## src/mtx_params.svh

```systemverilog
// Element width, maximum matrix dimension and index widths for the matrix engine
`ifndef MTX_PARAMS_SVH
`define MTX_PARAMS_SVH

// Width of one element, of the modulus and of a partial sum
`define MTX_DATA_W 16

// Largest row or column count of any operand
`define MTX_MAX_DIM 4

// Row or column index, 0 to MTX_MAX_DIM-1
`define MTX_IDX_W 2

// Dimension value, one bit wider so that it can hold MTX_MAX_DIM
`define MTX_DIM_W 3

`endif

```

## src/mtx_pkg.sv

```systemverilog
// Element, index and dimension types, dims and load structs, controller state enum
`default_nettype none

`include "mtx_params.svh"

package mtx_pkg;

  // Scalar element, modulus or accumulator value
  typedef logic [`MTX_DATA_W-1:0] mtx_elem_t;
  typedef logic [`MTX_IDX_W-1:0]  mtx_idx_t;
  typedef logic [`MTX_DIM_W-1:0]  mtx_dim_t;

  // Shape of C = A x B, inner is both cols of A and rows of B
  typedef struct packed {
    mtx_dim_t rows_a;
    mtx_dim_t inner;
    mtx_dim_t cols_b;
  } mtx_dims_t;

  // One word of an operand load stream
  typedef struct packed {
    logic      row_start;
    logic      elem;
    mtx_elem_t data;
  } mtx_load_t;

  typedef enum logic [2:0] {
    STARTER, MULTIPLY, ACCUMULATE, EMIT, ENDER
  } mtx_state_t;

endpackage

`default_nettype wire

```

## src/mod_adder.sv

```systemverilog
// Modular adder and subtractor with registered result and ready pulse
`timescale 1ns/1ps
`default_nettype none

`include "mtx_params.svh"

module mod_adder (
  input  wire logic                CLK,
  input  wire logic                RST,
  input  wire logic                start,
  input  wire logic                subtract,
  input  wire mtx_pkg::mtx_elem_t  modulo,
  input  wire mtx_pkg::mtx_elem_t  a,
  input  wire mtx_pkg::mtx_elem_t  b,
  output logic                     ready,
  output mtx_pkg::mtx_elem_t       sum
);

  // One carry bit above the element width
  logic [`MTX_DATA_W:0] sum_raw;
  logic [`MTX_DATA_W:0] sum_wrap;
  logic [`MTX_DATA_W:0] diff_raw;
  logic [`MTX_DATA_W:0] diff_wrap;
  mtx_pkg::mtx_elem_t   result;

  assign sum_raw   = {1'b0, a} + {1'b0, b};
  assign sum_wrap  = sum_raw - {1'b0, modulo};
  // Top bit of diff_raw flags a borrow (a < b)
  assign diff_raw  = {1'b0, a} - {1'b0, b};
  assign diff_wrap = diff_raw + {1'b0, modulo};

  // Fold back into 0 .. modulo-1
  always_comb begin
    if (subtract) begin
      result = diff_raw[`MTX_DATA_W] ? diff_wrap[`MTX_DATA_W-1:0] : diff_raw[`MTX_DATA_W-1:0];
    end else begin
      result = (sum_raw >= {1'b0, modulo}) ? sum_wrap[`MTX_DATA_W-1:0]
                                           : sum_raw[`MTX_DATA_W-1:0];
    end
  end

  always_ff @(posedge CLK or posedge RST) begin
    if (RST) begin
      ready <= 1'b0;
    end else begin
      ready <= start;
    end
  end

  // Result held until the next start
  always_ff @(posedge CLK) begin
    if (start) begin
      sum <= result;
    end
  end

  // Single correction step only works for reduced operands
  a_operands_reduced : assert property (@(posedge CLK) disable iff (RST)
    start |-> (a < modulo) && (b < modulo));

endmodule

`default_nettype wire

```

## src/mod_multiplier.sv

```systemverilog
// Iterative shift-and-add modular multiplier, one bit of b per cycle
`timescale 1ns/1ps
`default_nettype none

`include "mtx_params.svh"

module mod_multiplier (
  input  wire logic                CLK,
  input  wire logic                RST,
  input  wire logic                start,
  input  wire mtx_pkg::mtx_elem_t  modulo,
  input  wire mtx_pkg::mtx_elem_t  a,
  input  wire mtx_pkg::mtx_elem_t  b,
  output logic                     ready,
  output mtx_pkg::mtx_elem_t       product
);

  localparam int STEP_W = $clog2(`MTX_DATA_W + 1);

  ////////////////////
  // Datapath
  ////////////////////

  mtx_pkg::mtx_elem_t   a_q;
  mtx_pkg::mtx_elem_t   b_q;
  mtx_pkg::mtx_elem_t   m_q;
  logic [`MTX_DATA_W:0] dbl;
  logic [`MTX_DATA_W:0] dbl_sub;
  mtx_pkg::mtx_elem_t   dbl_mod;
  logic [`MTX_DATA_W:0] add_raw;
  logic [`MTX_DATA_W:0] add_sub;
  mtx_pkg::mtx_elem_t   step_val;

  // 2*acc mod M
  assign dbl     = {product, 1'b0};
  assign dbl_sub = dbl - {1'b0, m_q};
  assign dbl_mod = (dbl >= {1'b0, m_q}) ? dbl_sub[`MTX_DATA_W-1:0] : dbl[`MTX_DATA_W-1:0];

  // Plus a mod M when the current bit of b is set
  assign add_raw  = {1'b0, dbl_mod} + {1'b0, a_q};
  assign add_sub  = add_raw - {1'b0, m_q};
  assign step_val = !b_q[`MTX_DATA_W-1] ? dbl_mod :
                    (add_raw >= {1'b0, m_q}) ? add_sub[`MTX_DATA_W-1:0]
                                             : add_raw[`MTX_DATA_W-1:0];

  ////////////////////
  // Control
  ////////////////////

  logic              busy;
  logic [STEP_W-1:0] steps;

  // 16 steps, ready rises with the last one
  always_ff @(posedge CLK or posedge RST) begin
    if (RST) begin
      busy  <= 1'b0;
      steps <= '0;
      ready <= 1'b0;
    end else begin
      ready <= 1'b0;
      if (start) begin
        busy  <= 1'b1;
        steps <= STEP_W'(`MTX_DATA_W);
      end else if (busy) begin
        steps <= steps - 1'b1;
        if (steps == STEP_W'(1)) begin
          busy  <= 1'b0;
          ready <= 1'b1;
        end
      end
    end
  end

  // Operands latched on start, b shifted MSB first
  always_ff @(posedge CLK) begin
    if (start) begin
      a_q     <= a;
      b_q     <= b;
      m_q     <= modulo;
      product <= '0;
    end else if (busy) begin
      product <= step_val;
      b_q     <= b_q << 1;
    end
  end

  a_no_start_busy : assert property (@(posedge CLK) disable iff (RST)
    start |-> !busy);

endmodule

`default_nettype wire

```

## src/mtx_operand_store.sv

```systemverilog
// Operand buffers for A and B with strobed row and column write pointers
`timescale 1ns/1ps
`default_nettype none

`include "mtx_params.svh"

module mtx_operand_store (
  input  wire logic                CLK,
  input  wire logic                RST,
  input  wire logic                clear,
  input  wire mtx_pkg::mtx_load_t  load_a,
  input  wire mtx_pkg::mtx_load_t  load_b,
  input  wire mtx_pkg::mtx_idx_t   a_row,
  input  wire mtx_pkg::mtx_idx_t   a_col,
  input  wire mtx_pkg::mtx_idx_t   b_row,
  input  wire mtx_pkg::mtx_idx_t   b_col,
  output mtx_pkg::mtx_elem_t       a_elem,
  output mtx_pkg::mtx_elem_t       b_elem
);

  // Buffer 0 holds A, buffer 1 holds B
  mtx_pkg::mtx_load_t load [2];
  mtx_pkg::mtx_dim_t  row_q [2];
  mtx_pkg::mtx_dim_t  col_q [2];
  logic               fresh_q [2];
  mtx_pkg::mtx_dim_t  wr_row [2];
  mtx_pkg::mtx_dim_t  wr_col [2];
  mtx_pkg::mtx_elem_t mem [2][`MTX_MAX_DIM][`MTX_MAX_DIM];

  assign load[0] = load_a;
  assign load[1] = load_b;

  // Write address, row_start opens the next row at column 0
  always_comb begin
    for (int n = 0; n < 2; n++) begin
      if (load[n].row_start) begin
        wr_row[n] = fresh_q[n] ? '0 : row_q[n] + 1'b1;
        wr_col[n] = '0;
      end else begin
        wr_row[n] = row_q[n];
        wr_col[n] = col_q[n];
      end
    end
  end

  // Pointers restart on clear, loads in that cycle are dropped
  always_ff @(posedge CLK or posedge RST) begin
    if (RST) begin
      for (int n = 0; n < 2; n++) begin
        row_q[n]   <= '0;
        col_q[n]   <= '0;
        fresh_q[n] <= 1'b1;
      end
    end else if (clear) begin
      for (int n = 0; n < 2; n++) begin
        row_q[n]   <= '0;
        col_q[n]   <= '0;
        fresh_q[n] <= 1'b1;
      end
    end else begin
      for (int n = 0; n < 2; n++) begin
        if (load[n].elem) begin
          row_q[n]   <= wr_row[n];
          col_q[n]   <= wr_col[n] + 1'b1;
          fresh_q[n] <= 1'b0;
        end
      end
    end
  end

  always_ff @(posedge CLK) begin
    for (int n = 0; n < 2; n++) begin
      if (load[n].elem && !clear) begin
        mem[n][wr_row[n][`MTX_IDX_W-1:0]][wr_col[n][`MTX_IDX_W-1:0]] <= load[n].data;
      end
    end
  end

  // Combinational read for the controller
  assign a_elem = mem[0][a_row][a_col];
  assign b_elem = mem[1][b_row][b_col];

  for (genvar g = 0; g < 2; g++) begin : g_chk
    a_ptr_in_range : assert property (@(posedge CLK) disable iff (RST)
      (load[g].elem && !clear) |-> (wr_row[g] < `MTX_MAX_DIM) && (wr_col[g] < `MTX_MAX_DIM));
  end

endmodule

`default_nettype wire

```

## src/mtx_product.sv

```systemverilog
// Matrix product controller FSM, multiply-accumulate loop and result stream
`timescale 1ns/1ps
`default_nettype none

`include "mtx_params.svh"

module mtx_product (
  input  wire logic                CLK,
  input  wire logic                RST,
  input  wire logic                START,
  input  wire mtx_pkg::mtx_dims_t  dims,
  input  wire mtx_pkg::mtx_elem_t  modulo,
  input  wire mtx_pkg::mtx_elem_t  a_elem,
  input  wire mtx_pkg::mtx_elem_t  b_elem,
  input  wire logic                mul_ready,
  input  wire mtx_pkg::mtx_elem_t  mul_product,
  input  wire logic                add_ready,
  input  wire mtx_pkg::mtx_elem_t  add_sum,
  output logic                     READY,
  output logic                     out_row_en,
  output logic                     out_elem_en,
  output mtx_pkg::mtx_elem_t       data_out,
  output logic                     mul_start,
  output logic                     add_start,
  output logic                     add_subtract,
  output mtx_pkg::mtx_elem_t       op_modulo,
  output mtx_pkg::mtx_elem_t       mul_a,
  output mtx_pkg::mtx_elem_t       mul_b,
  output mtx_pkg::mtx_elem_t       add_a,
  output mtx_pkg::mtx_elem_t       add_b,
  output mtx_pkg::mtx_idx_t        a_row,
  output mtx_pkg::mtx_idx_t        a_col,
  output mtx_pkg::mtx_idx_t        b_row,
  output mtx_pkg::mtx_idx_t        b_col
);

  mtx_pkg::mtx_state_t state;
  // i row of C, k column of C, j inner index
  mtx_pkg::mtx_idx_t   i;
  mtx_pkg::mtx_idx_t   j;
  mtx_pkg::mtx_idx_t   k;
  mtx_pkg::mtx_elem_t  acc;
  logic                last_i;
  logic                last_j;
  logic                last_k;

  assign last_i = (mtx_pkg::mtx_dim_t'(i) + 1'b1) == dims.rows_a;
  assign last_j = (mtx_pkg::mtx_dim_t'(j) + 1'b1) == dims.inner;
  assign last_k = (mtx_pkg::mtx_dim_t'(k) + 1'b1) == dims.cols_b;

  ////////////////////
  // Operand routing
  ////////////////////

  // A[i][j] times B[j][k]
  assign a_row = i;
  assign a_col = j;
  assign b_row = j;
  assign b_col = k;
  assign mul_a = a_elem;
  assign mul_b = b_elem;

  // Add starts in the product's ready cycle, saves a cycle per pair
  assign add_start = (state == mtx_pkg::MULTIPLY) && mul_ready;
  assign add_a     = acc;
  assign add_b     = mul_product;

  ////////////////////
  // FSM
  ////////////////////

  always_ff @(posedge CLK or posedge RST) begin
    if (RST) begin
      state        <= mtx_pkg::STARTER;
      i            <= '0;
      j            <= '0;
      k            <= '0;
      acc          <= '0;
      mul_start    <= 1'b0;
      add_subtract <= 1'b0;
      out_elem_en  <= 1'b0;
      out_row_en   <= 1'b0;
      data_out     <= '0;
      READY        <= 1'b0;
    end else begin
      // Pulses by default
      mul_start   <= 1'b0;
      out_elem_en <= 1'b0;
      out_row_en  <= 1'b0;
      READY       <= 1'b0;
      case (state)
        mtx_pkg::STARTER: begin
          if (START) begin
            i            <= '0;
            j            <= '0;
            k            <= '0;
            acc          <= '0;
            // Product accumulates by addition only
            add_subtract <= 1'b0;
            mul_start    <= 1'b1;
            state        <= mtx_pkg::MULTIPLY;
          end
        end
        mtx_pkg::MULTIPLY: begin
          if (mul_ready) begin
            state <= mtx_pkg::ACCUMULATE;
          end
        end
        mtx_pkg::ACCUMULATE: begin
          if (add_ready) begin
            acc <= add_sum;
            if (last_j) begin
              j           <= '0;
              data_out    <= add_sum;
              out_elem_en <= 1'b1;
              out_row_en  <= (k == '0);
              state       <= mtx_pkg::EMIT;
            end else begin
              j         <= j + 1'b1;
              mul_start <= 1'b1;
              state     <= mtx_pkg::MULTIPLY;
            end
          end
        end
        mtx_pkg::EMIT: begin
          acc <= '0;
          if (last_k && last_i) begin
            k     <= '0;
            READY <= 1'b1;
            state <= mtx_pkg::ENDER;
          end else begin
            // Next column, or wrap to the next row
            k         <= last_k ? '0 : k + 1'b1;
            i         <= last_k ? i + 1'b1 : i;
            mul_start <= 1'b1;
            state     <= mtx_pkg::MULTIPLY;
          end
        end
        mtx_pkg::ENDER: begin
          state <= mtx_pkg::STARTER;
        end
        default: begin
          state <= mtx_pkg::STARTER;
        end
      endcase
    end
  end

  // Modulus captured once per product
  always_ff @(posedge CLK) begin
    if (state == mtx_pkg::STARTER && START) begin
      op_modulo <= modulo;
    end
  end

  a_dims_legal : assert property (@(posedge CLK) disable iff (RST)
    (START && state == mtx_pkg::STARTER) |->
      (dims.rows_a >= 1) && (dims.rows_a <= `MTX_MAX_DIM) &&
      (dims.inner  >= 1) && (dims.inner  <= `MTX_MAX_DIM) &&
      (dims.cols_b >= 1) && (dims.cols_b <= `MTX_MAX_DIM));

endmodule

`default_nettype wire

```

## src/mtx_top.sv

```systemverilog
// Matrix product engine top level, store, controller, multiplier and adder
`timescale 1ns/1ps
`default_nettype none

module mtx_top (
  input  wire logic                CLK,
  input  wire logic                RST,
  input  wire logic                START,
  input  wire mtx_pkg::mtx_dims_t  dims,
  input  wire mtx_pkg::mtx_elem_t  modulo,
  input  wire mtx_pkg::mtx_load_t  load_a,
  input  wire mtx_pkg::mtx_load_t  load_b,
  output logic                     READY,
  output logic                     out_row_en,
  output logic                     out_elem_en,
  output mtx_pkg::mtx_elem_t       data_out
);

  // Store read port
  mtx_pkg::mtx_idx_t  a_row, a_col, b_row, b_col;
  mtx_pkg::mtx_elem_t a_elem, b_elem;

  // Scalar multiplier and adder
  logic               mul_start, mul_ready, add_start, add_ready, add_subtract;
  mtx_pkg::mtx_elem_t op_modulo, mul_a, mul_b, mul_product, add_a, add_b, add_sum;

  mtx_operand_store u_store (
    .CLK(CLK), .RST(RST), .clear(START), .load_a(load_a), .load_b(load_b),
    .a_row(a_row), .a_col(a_col), .b_row(b_row), .b_col(b_col),
    .a_elem(a_elem), .b_elem(b_elem)
  );

  mtx_product u_product (
    .CLK(CLK), .RST(RST), .START(START), .dims(dims), .modulo(modulo),
    .a_elem(a_elem), .b_elem(b_elem),
    .mul_ready(mul_ready), .mul_product(mul_product),
    .add_ready(add_ready), .add_sum(add_sum),
    .READY(READY), .out_row_en(out_row_en), .out_elem_en(out_elem_en), .data_out(data_out),
    .mul_start(mul_start), .add_start(add_start), .add_subtract(add_subtract),
    .op_modulo(op_modulo), .mul_a(mul_a), .mul_b(mul_b), .add_a(add_a), .add_b(add_b),
    .a_row(a_row), .a_col(a_col), .b_row(b_row), .b_col(b_col)
  );

  mod_multiplier u_mul (
    .CLK(CLK), .RST(RST), .start(mul_start), .modulo(op_modulo),
    .a(mul_a), .b(mul_b), .ready(mul_ready), .product(mul_product)
  );

  mod_adder u_add (
    .CLK(CLK), .RST(RST), .start(add_start), .subtract(add_subtract), .modulo(op_modulo),
    .a(add_a), .b(add_b), .ready(add_ready), .sum(add_sum)
  );

endmodule

`default_nettype wire

```

## config.mk

```make
export PLATFORM = sky130hd
export DESIGN_NAME = mtx_top
export DESIGN_NICKNAME = d
export VERILOG_FILES = /design/src/mtx_pkg.sv /design/src/mod_adder.sv /design/src/mod_multiplier.sv /design/src/mtx_operand_store.sv /design/src/mtx_product.sv /design/src/mtx_top.sv
export VERILOG_INCLUDE_DIRS = /design/src
export SDC_FILE = /design/constraint.sdc
export NUM_CORES = 1
export LEC_CHECK = 0
export ABC_AREA = 1
export BUFFER_PORTS_ARGS = -buffer_cell sky130_fd_sc_hd__buf_2
export CAP_MARGIN = 20
export CORE_AREA = 4 4 333 171
export DETAILED_ROUTE_END_ITERATION = 12
export DIE_AREA = 0 0 337 175
export PLACE_DENSITY_LB_ADDON = 0.25
export SYNTH_ARGS = -nofsm -noshare
export SYNTH_HDL_FRONTEND = slang
export SYNTH_SLANG_ARGS = --single-unit
```

## constraint.sdc

```tcl
create_clock -name CLK -period 8.3 [get_ports CLK]
set_input_delay 0 -clock CLK [delete_from_list [all_inputs] [get_ports CLK]]
set_output_delay 0 -clock CLK [all_outputs]
set_load 0.02 [all_outputs]
```

=== Word level (Yosys, flattened, before mapping) ===
Memory sizes are Yosys's and may differ from the RTL's.
Index checks and enable logic that the tools add are counted.

* Memories kept: 1
* RAM bits: 512
* Bits in registers: 163

* Muxes and demuxes: 85
* Equality and inequality tests: 12
* Add/sub/neg operators: 16
* Bitwise operators: 7
* Reduce and logical (&&, ||, !) cells: 28
* Magnitude comparators: 14

{| class="wikitable"
|+ Memories
! memory !! depth !! bits a word !! read ports !! clocked after Yosys merged registers in !! write ports !! line !! text
|-
| u_store.mem || 2 || 256 || 2 || 0 || 2 || mtx_operand_store.sv:28 || <nowiki>mtx_pkg::mtx_elem_t mem [2][`MTX_MAX_DIM][`MTX_MAX_DIM];</nowiki>
|}

{| class="wikitable"
|+ Operator list
! kind !! count
|-
| 256-bit 2-to-1 mux || 2
|-
| 64-bit 2-to-1 mux || 6
|-
| 64-bit binary-select mux with 2-bit select || 2
|-
| 64-bit demux with 2-bit select || 2
|-
| 16-bit 2-to-1 mux || 14
|-
| 16-bit binary-select mux with 2-bit select || 2
|-
| 16-bit demux with 2-bit select || 2
|-
| 17-bit by 16-bit greater-or-equal comparator with 1-bit output || 3
|-
| 16-bit case mux with 3 select lines || 1
|-
| 16-bit subtractor || 3
|-
| 3-bit 2-to-1 mux || 14
|-
| 16-bit by 16-bit adder with 17-bit output || 2
|-
| 1-bit 2-to-1 mux || 22
|-
| 3-bit greater-or-equal comparator, second input constant || 7
|-
| 2-bit inverter with 3-bit output || 7
|-
| 2-bit 2-to-1 mux || 9
|-
| 2-bit nonzero test || 7
|-
| 3-bit by 1-bit adder with 3-bit output, second input constant || 4
|-
| 3-bit by 1-bit < comparator with 1-bit output, second input constant || 4
|-
| 6-bit 2-to-1 mux || 2
|-
| 2-bit case mux with 2 select lines || 3
|-
| 3-bit case mux with 4 select lines || 1
|-
| 3-bit AND reduction || 4
|-
| 5-bit 2-to-1 mux || 2
|-
| 17 further kinds || 37
|}

=== Logic depth before layout (Yosys ltp) ===
Gate-level depths: netlist (run 1).

* Word-level depth: 9
* Gate-level depth with buffers: 41
* Depth with buffers taken out: 41

=== Hierarchy ===
From an unflattened synthesis (run 1), not the netlist that was laid out.

* Cell total of the unflattened synthesis: 4261
* Area total of the unflattened synthesis: 36628.9 um2

{| class="wikitable"
|+ By module, submodules not included
! module !! instances !! area each (um2) !! seq. area each (um2) !! cells each
|-
| mtx_operand_store || 1 || 22721.8 || 15627.5 || 2190
|-
| mod_multiplier || 1 || 6022.0 || 1936.9 || 887
|-
| mod_adder || 1 || 4941.0 || 505.5 || 864
|-
| mtx_product || 1 || 2944.1 || 1606.5 || 320
|}

=== Worst setup path before layout (run 1) ===
No wires, ideal clock.

* Kind: reg-to-reg
* Start: reg u_mul.m_q[7]
* End: reg u_mul.product[14]
* Data arrival time: 4.162 ns
* Cell stages (with the launch flop): 35
* Path buffers: 2
* Path slack: 4.025 ns
* Period minus slack after synthesis: 4.275 ns
* Cells stage by stage: edfxtp_1 -> inv_1 -> ha_1 -> nand2_1 -> nor2_2 -> nand2_1 -> nor3_4 -> a21oi_4 -> buf_4 -> a21oi_1 -> ha_1 -> inv_1 -> fa_1 -> inv_1 -> nand3_1 -> nand2_1 -> nand3_1 -> nand3_1 -> nand2_1 -> nand2_1 -> inv_1 -> ha_1 -> nand2_1 -> nor2_1 -> and2_1 -> nand2_2 -> nand2_4 -> nand2_8 -> nand3_4 -> buf_12 -> nand2_1 -> nand3_1 -> nand2_1 -> nand2_1 -> nand2_1

* Cells in the longest elaborated chain, start to end: 6
* Elaborated cells between the ends (all ways): 8
* Those cells by class: add/sub: 3; order compare: 2; mux: 3

{| class="wikitable"
|+ RTL lines
! what !! line !! text
|-
| start: declaration || mod_multiplier.sv:26 || <nowiki>mtx_pkg::mtx_elem_t m_q;</nowiki>
|-
| start signal: assignment || mod_multiplier.sv:79 || <nowiki>m_q <= modulo;</nowiki>
|-
| 16-bit subtractor or 17-bit by 16-bit greater-or-equal comparator with 1-bit output (tied branches) || mod_multiplier.sv:36, mod_multiplier.sv:37 ||
|-
| 16-bit 2-to-1 mux || mod_multiplier.sv:37 || <nowiki>assign dbl_mod = (dbl >= {1'b0, m_q}) ? dbl_sub[`MTX_DATA_W-1:0] : dbl[`MTX_DATA_W-1:0];</nowiki>
|-
| 16-bit by 16-bit adder with 17-bit output || mod_multiplier.sv:40 || <nowiki>assign add_raw = {1'b0, dbl_mod} + {1'b0, a_q};</nowiki>
|-
| 16-bit subtractor or 17-bit by 16-bit greater-or-equal comparator with 1-bit output (tied branches) || mod_multiplier.sv:41, mod_multiplier.sv:43 ||
|-
| 16-bit 2-to-1 mux || mod_multiplier.sv:43 || <nowiki>(add_raw >= {1'b0, m_q}) ? add_sub[`MTX_DATA_W-1:0]</nowiki>
|-
| 16-bit 2-to-1 mux (*) || mod_multiplier.sv:42 || <nowiki>assign step_val = !b_q[`MTX_DATA_W-1] ? dbl_mod :</nowiki>
|-
| end signal: assignment || mod_multiplier.sv:82 || <nowiki>product <= step_val;</nowiki>
|-
| end: declaration || mod_multiplier.sv:15 || <nowiki>output mtx_pkg::mtx_elem_t product</nowiki>
|}

Mark *: on every way between the ends. The rest lies on a longest branch, timed or not.
A chain may end at the register's enable or synchronous reset.

=== Final worst setup path (run 1) ===
* Start: reg u_mul.m_q[1]
* End: reg u_mul.product[11]

Same word-level chain as after synthesis.

==> results of run 1 <==
stage by stage:
| stage | utilization, % | instance area [µm²] | instances |
|---|---|---|---|
| floorplan | - | 31700 | 2961 |
| global placement | 61.4 | 32900 | 3680 |
| detailed placement | 61.4 | 32900 | 3680 |
| CTS | 66.0 | 35400 | 3849 |
| global route | 66.0 | 35400 | 3849 |
| finish | 66.0 | 35400 | 3849 |
worst max-delay path: cells and delay by family, from the launching register on:
kind	cells	cell delay (ns)
simple gates	18	2.10
compound gates	3	1.06
fa+ha+maj	4	1.38
buf+inv	4	0.49
flops	1	0.35
repair_timing:
action / CTS / global route
hold endpoints to repair: 612 / 0
gates resized for setup: 0 / 0
hold buffers: 66 / 0
area by class of cell:
cell class,count,share of cell area [%]
Timing Repair Buffer,195,4.03
Multi-Input combinational cell,1851,29.3
Clock inverter,30,0.888
Inverter,316,3.36
Sequential cell,671,55.7
Tap cell,713,2.52
Clock buffer,73,4.26
cells in the final DEF, fill, tap and decap left out, types with 6 or more instances in the layout:
master | netlist | final
a21o_1 | 6 | 6
dlygate4sd3_1 | 0 | 66
clkinv_2 | 0 | 7
clkinv_1 | 1 | 10
o22ai_1 | 27 | 27
and2_1 | 16 | 16
buf_4 | 6 | 47
dfxtp_1 | 16 | 16
xnor2_1 | 22 | 22
nor2_2 | 12 | 45
xor2_1 | 31 | 31
nor2_1 | 317 | 284
clkbuf_1 | 74 | 15
buf_2 | 32 | 82
dfrtp_1 | 61 | 56
a21oi_1 | 120 | 120
nand2_1 | 462 | 462
edfxtp_1 | 592 | 592
mux2i_1 | 64 | 64
nor3_1 | 12 | 12
inv_2 | 6 | 8
ha_1 | 95 | 95
nand3b_1 | 14 | 14
nand2_2 | 19 | 19
o21ai_0 | 288 | 288
nand4_1 | 13 | 13
nand3_1 | 164 | 164
o211ai_1 | 65 | 65
o221ai_1 | 44 | 44
a21oi_2 | 6 | 6
clkbuf_16 | 0 | 58
inv_1 | 309 | 307
a31oi_1 | 18 | 18
state kept, by name, summed over array words and instances, names as in the netlist, 3 cells and up:
name                 flops
u_product.state          3
u_store.mem            512
u_mul.b_q               16
u_store.row_q            4
u_mul.steps              5
u_mul.m_q               16
u_product.data_out      16
u_product.add_a         16
u_store.col_q            4
u_product.op_modulo     16
u_add.sum               16
u_mul.a_q               16
u_mul.product           16
how the worst max path moves through the flow:
stage | start | endpoint | cells after the start | slack [ns]
after CTS | u_mul.product[13]$_SDFFE_PP0P_ | u_mul.product[15]$_SDFFE_PP0P_ | 33 | 2.91
final | u_mul.m_q[1]$_DFFE_PP_ | u_mul.product[11]$_SDFFE_PP0P_ | 29 | 2.79
after detailed placement | u_mul.m_q[1]$_DFFE_PP_ | u_mul.product[9]$_SDFFE_PP0P_ | 29 | 2.92
after floorplan | u_mul.m_q[7]$_DFFE_PP_ | u_mul.product[14]$_SDFFE_PP0P_ | 34 | 4.03
after global routing | u_mul.product[13]$_SDFFE_PP0P_ | u_mul.product[11]$_SDFFE_PP0P_ | 29 | 2.41
after global placement | u_mul.m_q[14]$_DFFE_PP_ | u_mul.product[15]$_SDFFE_PP0P_ | 34 | 2.96
logic make-up (layout without fill, tap and decap cells):
logic type,after synthesis,count (layout),share of synthesized area [%]
simple gates,1044,1044,14.0
flops,671,671,62.1
compound gates,590,590,10.8
buf+inv,439,614,5.53
fa+ha+maj,100,100,4.07
mux,64,64,2.02
xor+xnor,53,53,1.46
routing by layer:
metal | global-route usage [%] | vias up
li1 | - | 10600
met1 | 37.8 | 10800
met2 | 45.8 | 920
met3 | 4.02 | 144
met4 | 7.12 | 8
met5 | 0 | -
==> summary.md, run 1 <==
| Metric | Value |
|---|---|
| Synth async-reset ratio | `9.39%` |
| CTS tree | `built` |
| Met2 WL | `38700 µm` |
| Max Fclk | `roughly 180 MHz` |
| DR vias | `22400` |
| Layout net count | `about 3300` |
| Clock buffer depth | `3` |
| Period Utilization, post-route | `approximately two thirds` |
| Setup Skew | `0.0379 ns` |
| HP Class | `in2reg` |
| Clock-pin slew on the worst setup and hold paths | `0.07 ns` |
| Share of cells above drive strength 1 | `~9.9%` |
| Slew HR | `29.3%` |
| CTS root buf | `clkbuf_16` |
| Largest net degree at the start of global routing | `~100` |
| DR WL/cell | `between 20 and 25 µm` |
| Setup Viol. Count Final | `0` |
| Routed wire length on met3 | `roughly 6000 µm` |
| Number of synthesized register bits | `between 600 and 700` |
| Port-buffer cells | `82` |
| Setup TNS Final | `0 ns` |
| Total GRT Usage | `27.3%` |
| RSZ-0062 raised after global routing | `no` |
| WHS Path Cells | `2` |
| Dpl hpwl | `50300 µm` |
| H-tree depth | `2` |
| Area leader, netlist | `edfxtp_1` |
| CP Launch Type | `register` |
| Ys flop type | `edfxtp_1` |
| Area Overhead vs Synth | `11.6%` |
| Vias per Instance | `5.83` |
| Routability cong. | `roughly 0.95` |
| Slowest library cell on the worst path | `a21oi_1` |
| Crit path max fanout | `17` |
| Met1 wire length | `about 34000 µm` |
| Most frequent cell after synthesis | `edfxtp_1` |
| CTS Buf Count | `57` |
| RR Endpoint | `u_mul.product[11]$_SDFFE_PP0P_` |
| Outcome | `completed` |
| Max layer used | `met5` |
| Synth top area share | `56.1%` |
| Postcts setup bufs | `0` |
| Slew at the pin with the worst max-slew slack | `roughly 1.1 ns` |
| Sink Count | `671` |
| DIE AREA | `approximately 60000 µm²` |
| Seq/Total Area, Yosys | `62.1%` |
| Worst min-delay path startpoint | `modulo[15]` |
| Cell mode on critical path | `nand2_1` |
| Antenna viol nets, final | `0` |
| Total I/O pin count | `83` |
| Reg2reg setup slack | `2.79 ns` |
| Starting Density | `between 50% and 60%` |
| Crit end category | `register` |
| Core Footprint | `53600 µm²` |
| DRT Pass-1 Iters | `7` |
| Top cells by area, synth | `edfxtp_1 56%, nand2_1 5.5%, dfrtp_1 4.8%` |
| Cells after synthesis | `roughly 3000` |
| GRT Residual Overflow | `0` |
| Post-Syn Nets | `3125` |
| Crit path largest cell delay | `0.53 ns` |
| Synth Cell Area | `31700 µm²` |
| DR iter-0 viols | `2344` |
| CP Class | `reg2reg` |
| Initial antenna violation count | `4` |
| Vias in the first global route | `21700` |
| Clk_lat worst skew | `roughly 0.63 ns` |
| Reg area | `19700 µm²` |
| FF-to-FF Start | `u_mul.m_q[1]$_DFFE_PP_` |
| Pre-CTS WS | `2.92 ns` |
| Tmin final | `around 5.5 ns` |
| Ant diodes | `0` |
| Die Wd | `about 340 µm` |
| Synth warn | `0` |
| Detailed Route WL | `81200 µm` |
| Distinct cell type count after synthesis | `59` |
| CP arrival | `6.03 ns` |
| Worst hold slack | `between 0.1 and 0.15 ns` |
| Reg2reg path depth | `29` |
| Die Height | `175 µm` |
| Most frequent cells after synthesis | `592 x edfxtp_1, 462 x nand2_1, 317 x nor2_1` |
| Number of fill cells | `4048` |
| EDFF count, synth | `roughly 590` |
| WP data required | `8.82 ns` |
| Multi-input gate area | `10400 µm²` |
| DRC | `0` |
| Hold EP | `u_product.op_modulo[15]$_DFFE_PP_` |
| Site Rows | `60` |
| Slew Viols, Final | `0` |
| First-pass GRT wire length | `roughly 120000 µm` |
| Endpoints failing hold | `0` |
| Syn_area_per_cell | `10.7 µm²` |
| Slack of the critical path | `2.79 ns` |
| Max Cap Viol | `0` |
Power of run 1 is not shown: default switching activity piles up to over one toggle a cycle in this logic, so the estimate is an artifact.
==> run 2, diff against run 1 <==
Clock period 8.3 ns to 5.5 ns, I/O delays scaled along.
==> run 2 against run 1 <==
Effect of this change:
- highest routed layer unchanged
- utilization rose by 0.48 points
- final area grew 0.73%
- critical endpoint is now u_mul.product[0]$_SDFFE_PP0P_
- worst hold slack lost 0.012 ns
- sequential share of layout area fell by 0.40 points
- count of clock-buffer cells in the layout is 8 lower
- flip-flop and latch count unchanged
- routed wire length increased by 0.85%
- first-iteration DRC count is 12% higher
- die area did not move
- via count is 0.90% higher
- worst setup slack got worse by 2.5 ns
==> summary.md, run 2 (synthesis results as in run 1) <==
| Metric | Value |
|---|---|
| Period Utilization, post-route | `95.2% (+29 points)` |
| Number of fill cells | `4001 (-1.2%)` |
| Outcome | `completed` |
| CP endpoint | `u_mul.product[0]$_SDFFE_PP0P_` |
| Slowest library cell on the worst path | `fa_1` |
| Die Height | `175 µm (unchanged)` |
| DRC | `0 (unchanged)` |
| Largest net degree at the start of global routing | `117 (+13%)` |
| Reg2reg path depth | `33 (+14%)` |
| Critical Path Source | `u_mul.m_q[11]$_DFFE_PP_` |
| CTS root buf | `clkbuf_16` |
| Cell mode on critical path | `nand2_1` |
| Fin util | `66.5% (+0.48 points)` |
| HP Class | `in2reg` |
| Core Footprint | `53600 µm² (unchanged)` |
| Endpoints failing hold | `0 (unchanged)` |
| First-pass GRT wire length | `124000 µm (about the same)` |
| RR Endpoint | `u_mul.product[0]$_SDFFE_PP0P_` |
| Site Rows | `60 (unchanged)` |
| Crit path largest cell delay | `0.42 ns (-0.11 ns)` |
| GRT Residual Overflow | `0 (unchanged)` |
| Slew HR | `33.6% (+4.3 points)` |
| Pre-CTS WS | `0.106 ns (-2.81 ns)` |
| Clk_lat worst skew | `0.64 ns (about the same)` |
| Die Wd | `337 µm (unchanged)` |
| CP arrival | `5.78 ns (-0.25 ns)` |
| Clock buffer depth | `3 (unchanged)` |
| Largest register FFs | `512 (unchanged)` |
| Commonest cells after routing, fill and taps aside | `592 x edfxtp_1, 459 x nand2_1, 307 x inv_1, 288 x o21ai_0, 283 x nor2_1` |
| Setup Skew | `0.0338 ns (-0.00410 ns)` |
| H-tree depth | `2 (unchanged)` |
| Vias per Instance | `5.85 (+0.24%)` |
| CP Class | `reg2reg` |
| Max Fclk | `191 MHz (+5.3%)` |
| Antenna viol nets, final | `0 (unchanged)` |
| Max Cap Viol | `0 (unchanged)` |
| Detailed Route WL | `81900 µm (+0.85%)` |
| DR vias | `22700 (+0.90%)` |
| Total GRT Usage | `27.3% (about the same)` |
| Slack of the critical path | `0.266 ns (-2.52 ns)` |
| DR iter-0 viols | `2636 (+12%)` |
| WP data required | `6.05 ns (-2.77 ns)` |
| Share of cells above drive strength 1 | `11.0% (+1.2 points)` |
| Sink Count | `671 (unchanged)` |
| FF-to-FF Start | `u_mul.m_q[11]$_DFFE_PP_` |
| Commonest non-fill, non-tap cell in the layout | `edfxtp_1` |
| DR WL/cell | `21.2 µm (+0.20%)` |
| Slew Viols, Final | `0 (unchanged)` |
| Clock-pin slew on the worst setup and hold paths | `0.07 ns (about the same)` |
| DRT Pass-1 Iters | `5 (-2)` |
| CTS Buf Count | `56 (-1.8%)` |
| Total I/O pin count | `83 (unchanged)` |
| Reg2reg setup slack | `0.27 ns (-2.52 ns)` |
| Setup Viol. Count Final | `0 (unchanged)` |
| Crit path max fanout | `17 (unchanged)` |
| Vias in the first global route | `21600 (-0.53%)` |
| Crit end category | `register` |
| Multi-input gate area | `10500 µm² (+0.91%)` |
| Routability cong. | `0.995 (+5.0%)` |
| Dpl hpwl | `50900 µm (+1.0%)` |
| Starting Density | `59.1% (unchanged)` |
| Slew at the pin with the worst max-slew slack | `0.996 ns (-0.0651 ns)` |
| Port-buffer cells | `82 (unchanged)` |
| Area Overhead vs Synth | `12.4%` |
| CTS tree | `built` |
| Tmin final | `5.23 ns (-0.277 ns)` |
| CP Launch Type | `register` |
| Initial antenna violation count | `2 (-2)` |
| Layout net count | `3277 (+0.64%)` |
| DIE AREA | `59000 µm² (unchanged)` |
| Reg area | `19700 µm² (unchanged)` |
==> run 2: layer usage <==
metal,vias to the layer above,track usage [%],wire (µm)
met5,-,0,26
met1,10800,38.0,34700
li1,10600,-,-
met3,180,4.40,6310
met2,987,44.5,38300
met4,4,8.65,2590
==> run 2: worst min path at each step <==
stage          depth (start not counted)                          endpoint  slack, ns       start
6_report                               2  u_product.op_modulo[6]$_DFFE_PP_        0.1   modulo[6]
5_1_grt                                2  u_product.op_modulo[3]$_DFFE_PP_       0.07   modulo[3]
4_1_cts                                2  u_product.op_modulo[4]$_DFFE_PP_       0.08   modulo[4]
3_5_place_dp                           1  u_product.op_modulo[6]$_DFFE_PP_       0.18   modulo[6]
3_3_place_gp                           1  u_product.op_modulo[9]$_DFFE_PP_       0.18   modulo[9]
2_1_floorplan                          1    u_store.fresh_q[0]$_DFFE_PP1P_       0.07  load_b[16]
==> run 2: cell type report <==
type	count	share of cell area [%]
sequential	671	55.3
multi-input combinational	1854	29.3
timing repair buffer	214	4.54
clock buffer	65	4.12
inverter	316	3.34
tap	713	2.50
clock inverter	40	0.899
antenna	1	0.00702
==> run 2: repair_timing <==
action                                 in CTS  in global routing
buffers inserted                            0                  8
resized for setup                           0                 17
setup endpoints to repair                   0                 16
hold buffers                               66                  0
endpoints found under the hold margin     621                  0
==> run 2: critical path: cells and delay by family, from the launching register on <==
kind	cells	cell delay (ns)
adders and majority gates	4	1.43
AOI/OAI and AO/OA	2	0.34
DFF	1	0.33
and+or+nand+nor	21	2.43
buffers and inverters	6	0.63
==> run 2: metrics by stage <==
stage	std cells	area, µm²	setup TNS [ns]	hold slack, ns
finish	3874	35600	0	0.0976
global route	3873	35600	-0.256	0.0704
CTS	3861	35400	0	0.0767
detailed placement	3690	33000	0	0.179
global placement	3689	33000	0	0.180
floorplan	2961	31700	0	0.0741
Power of run 2 is left out for the same reason.
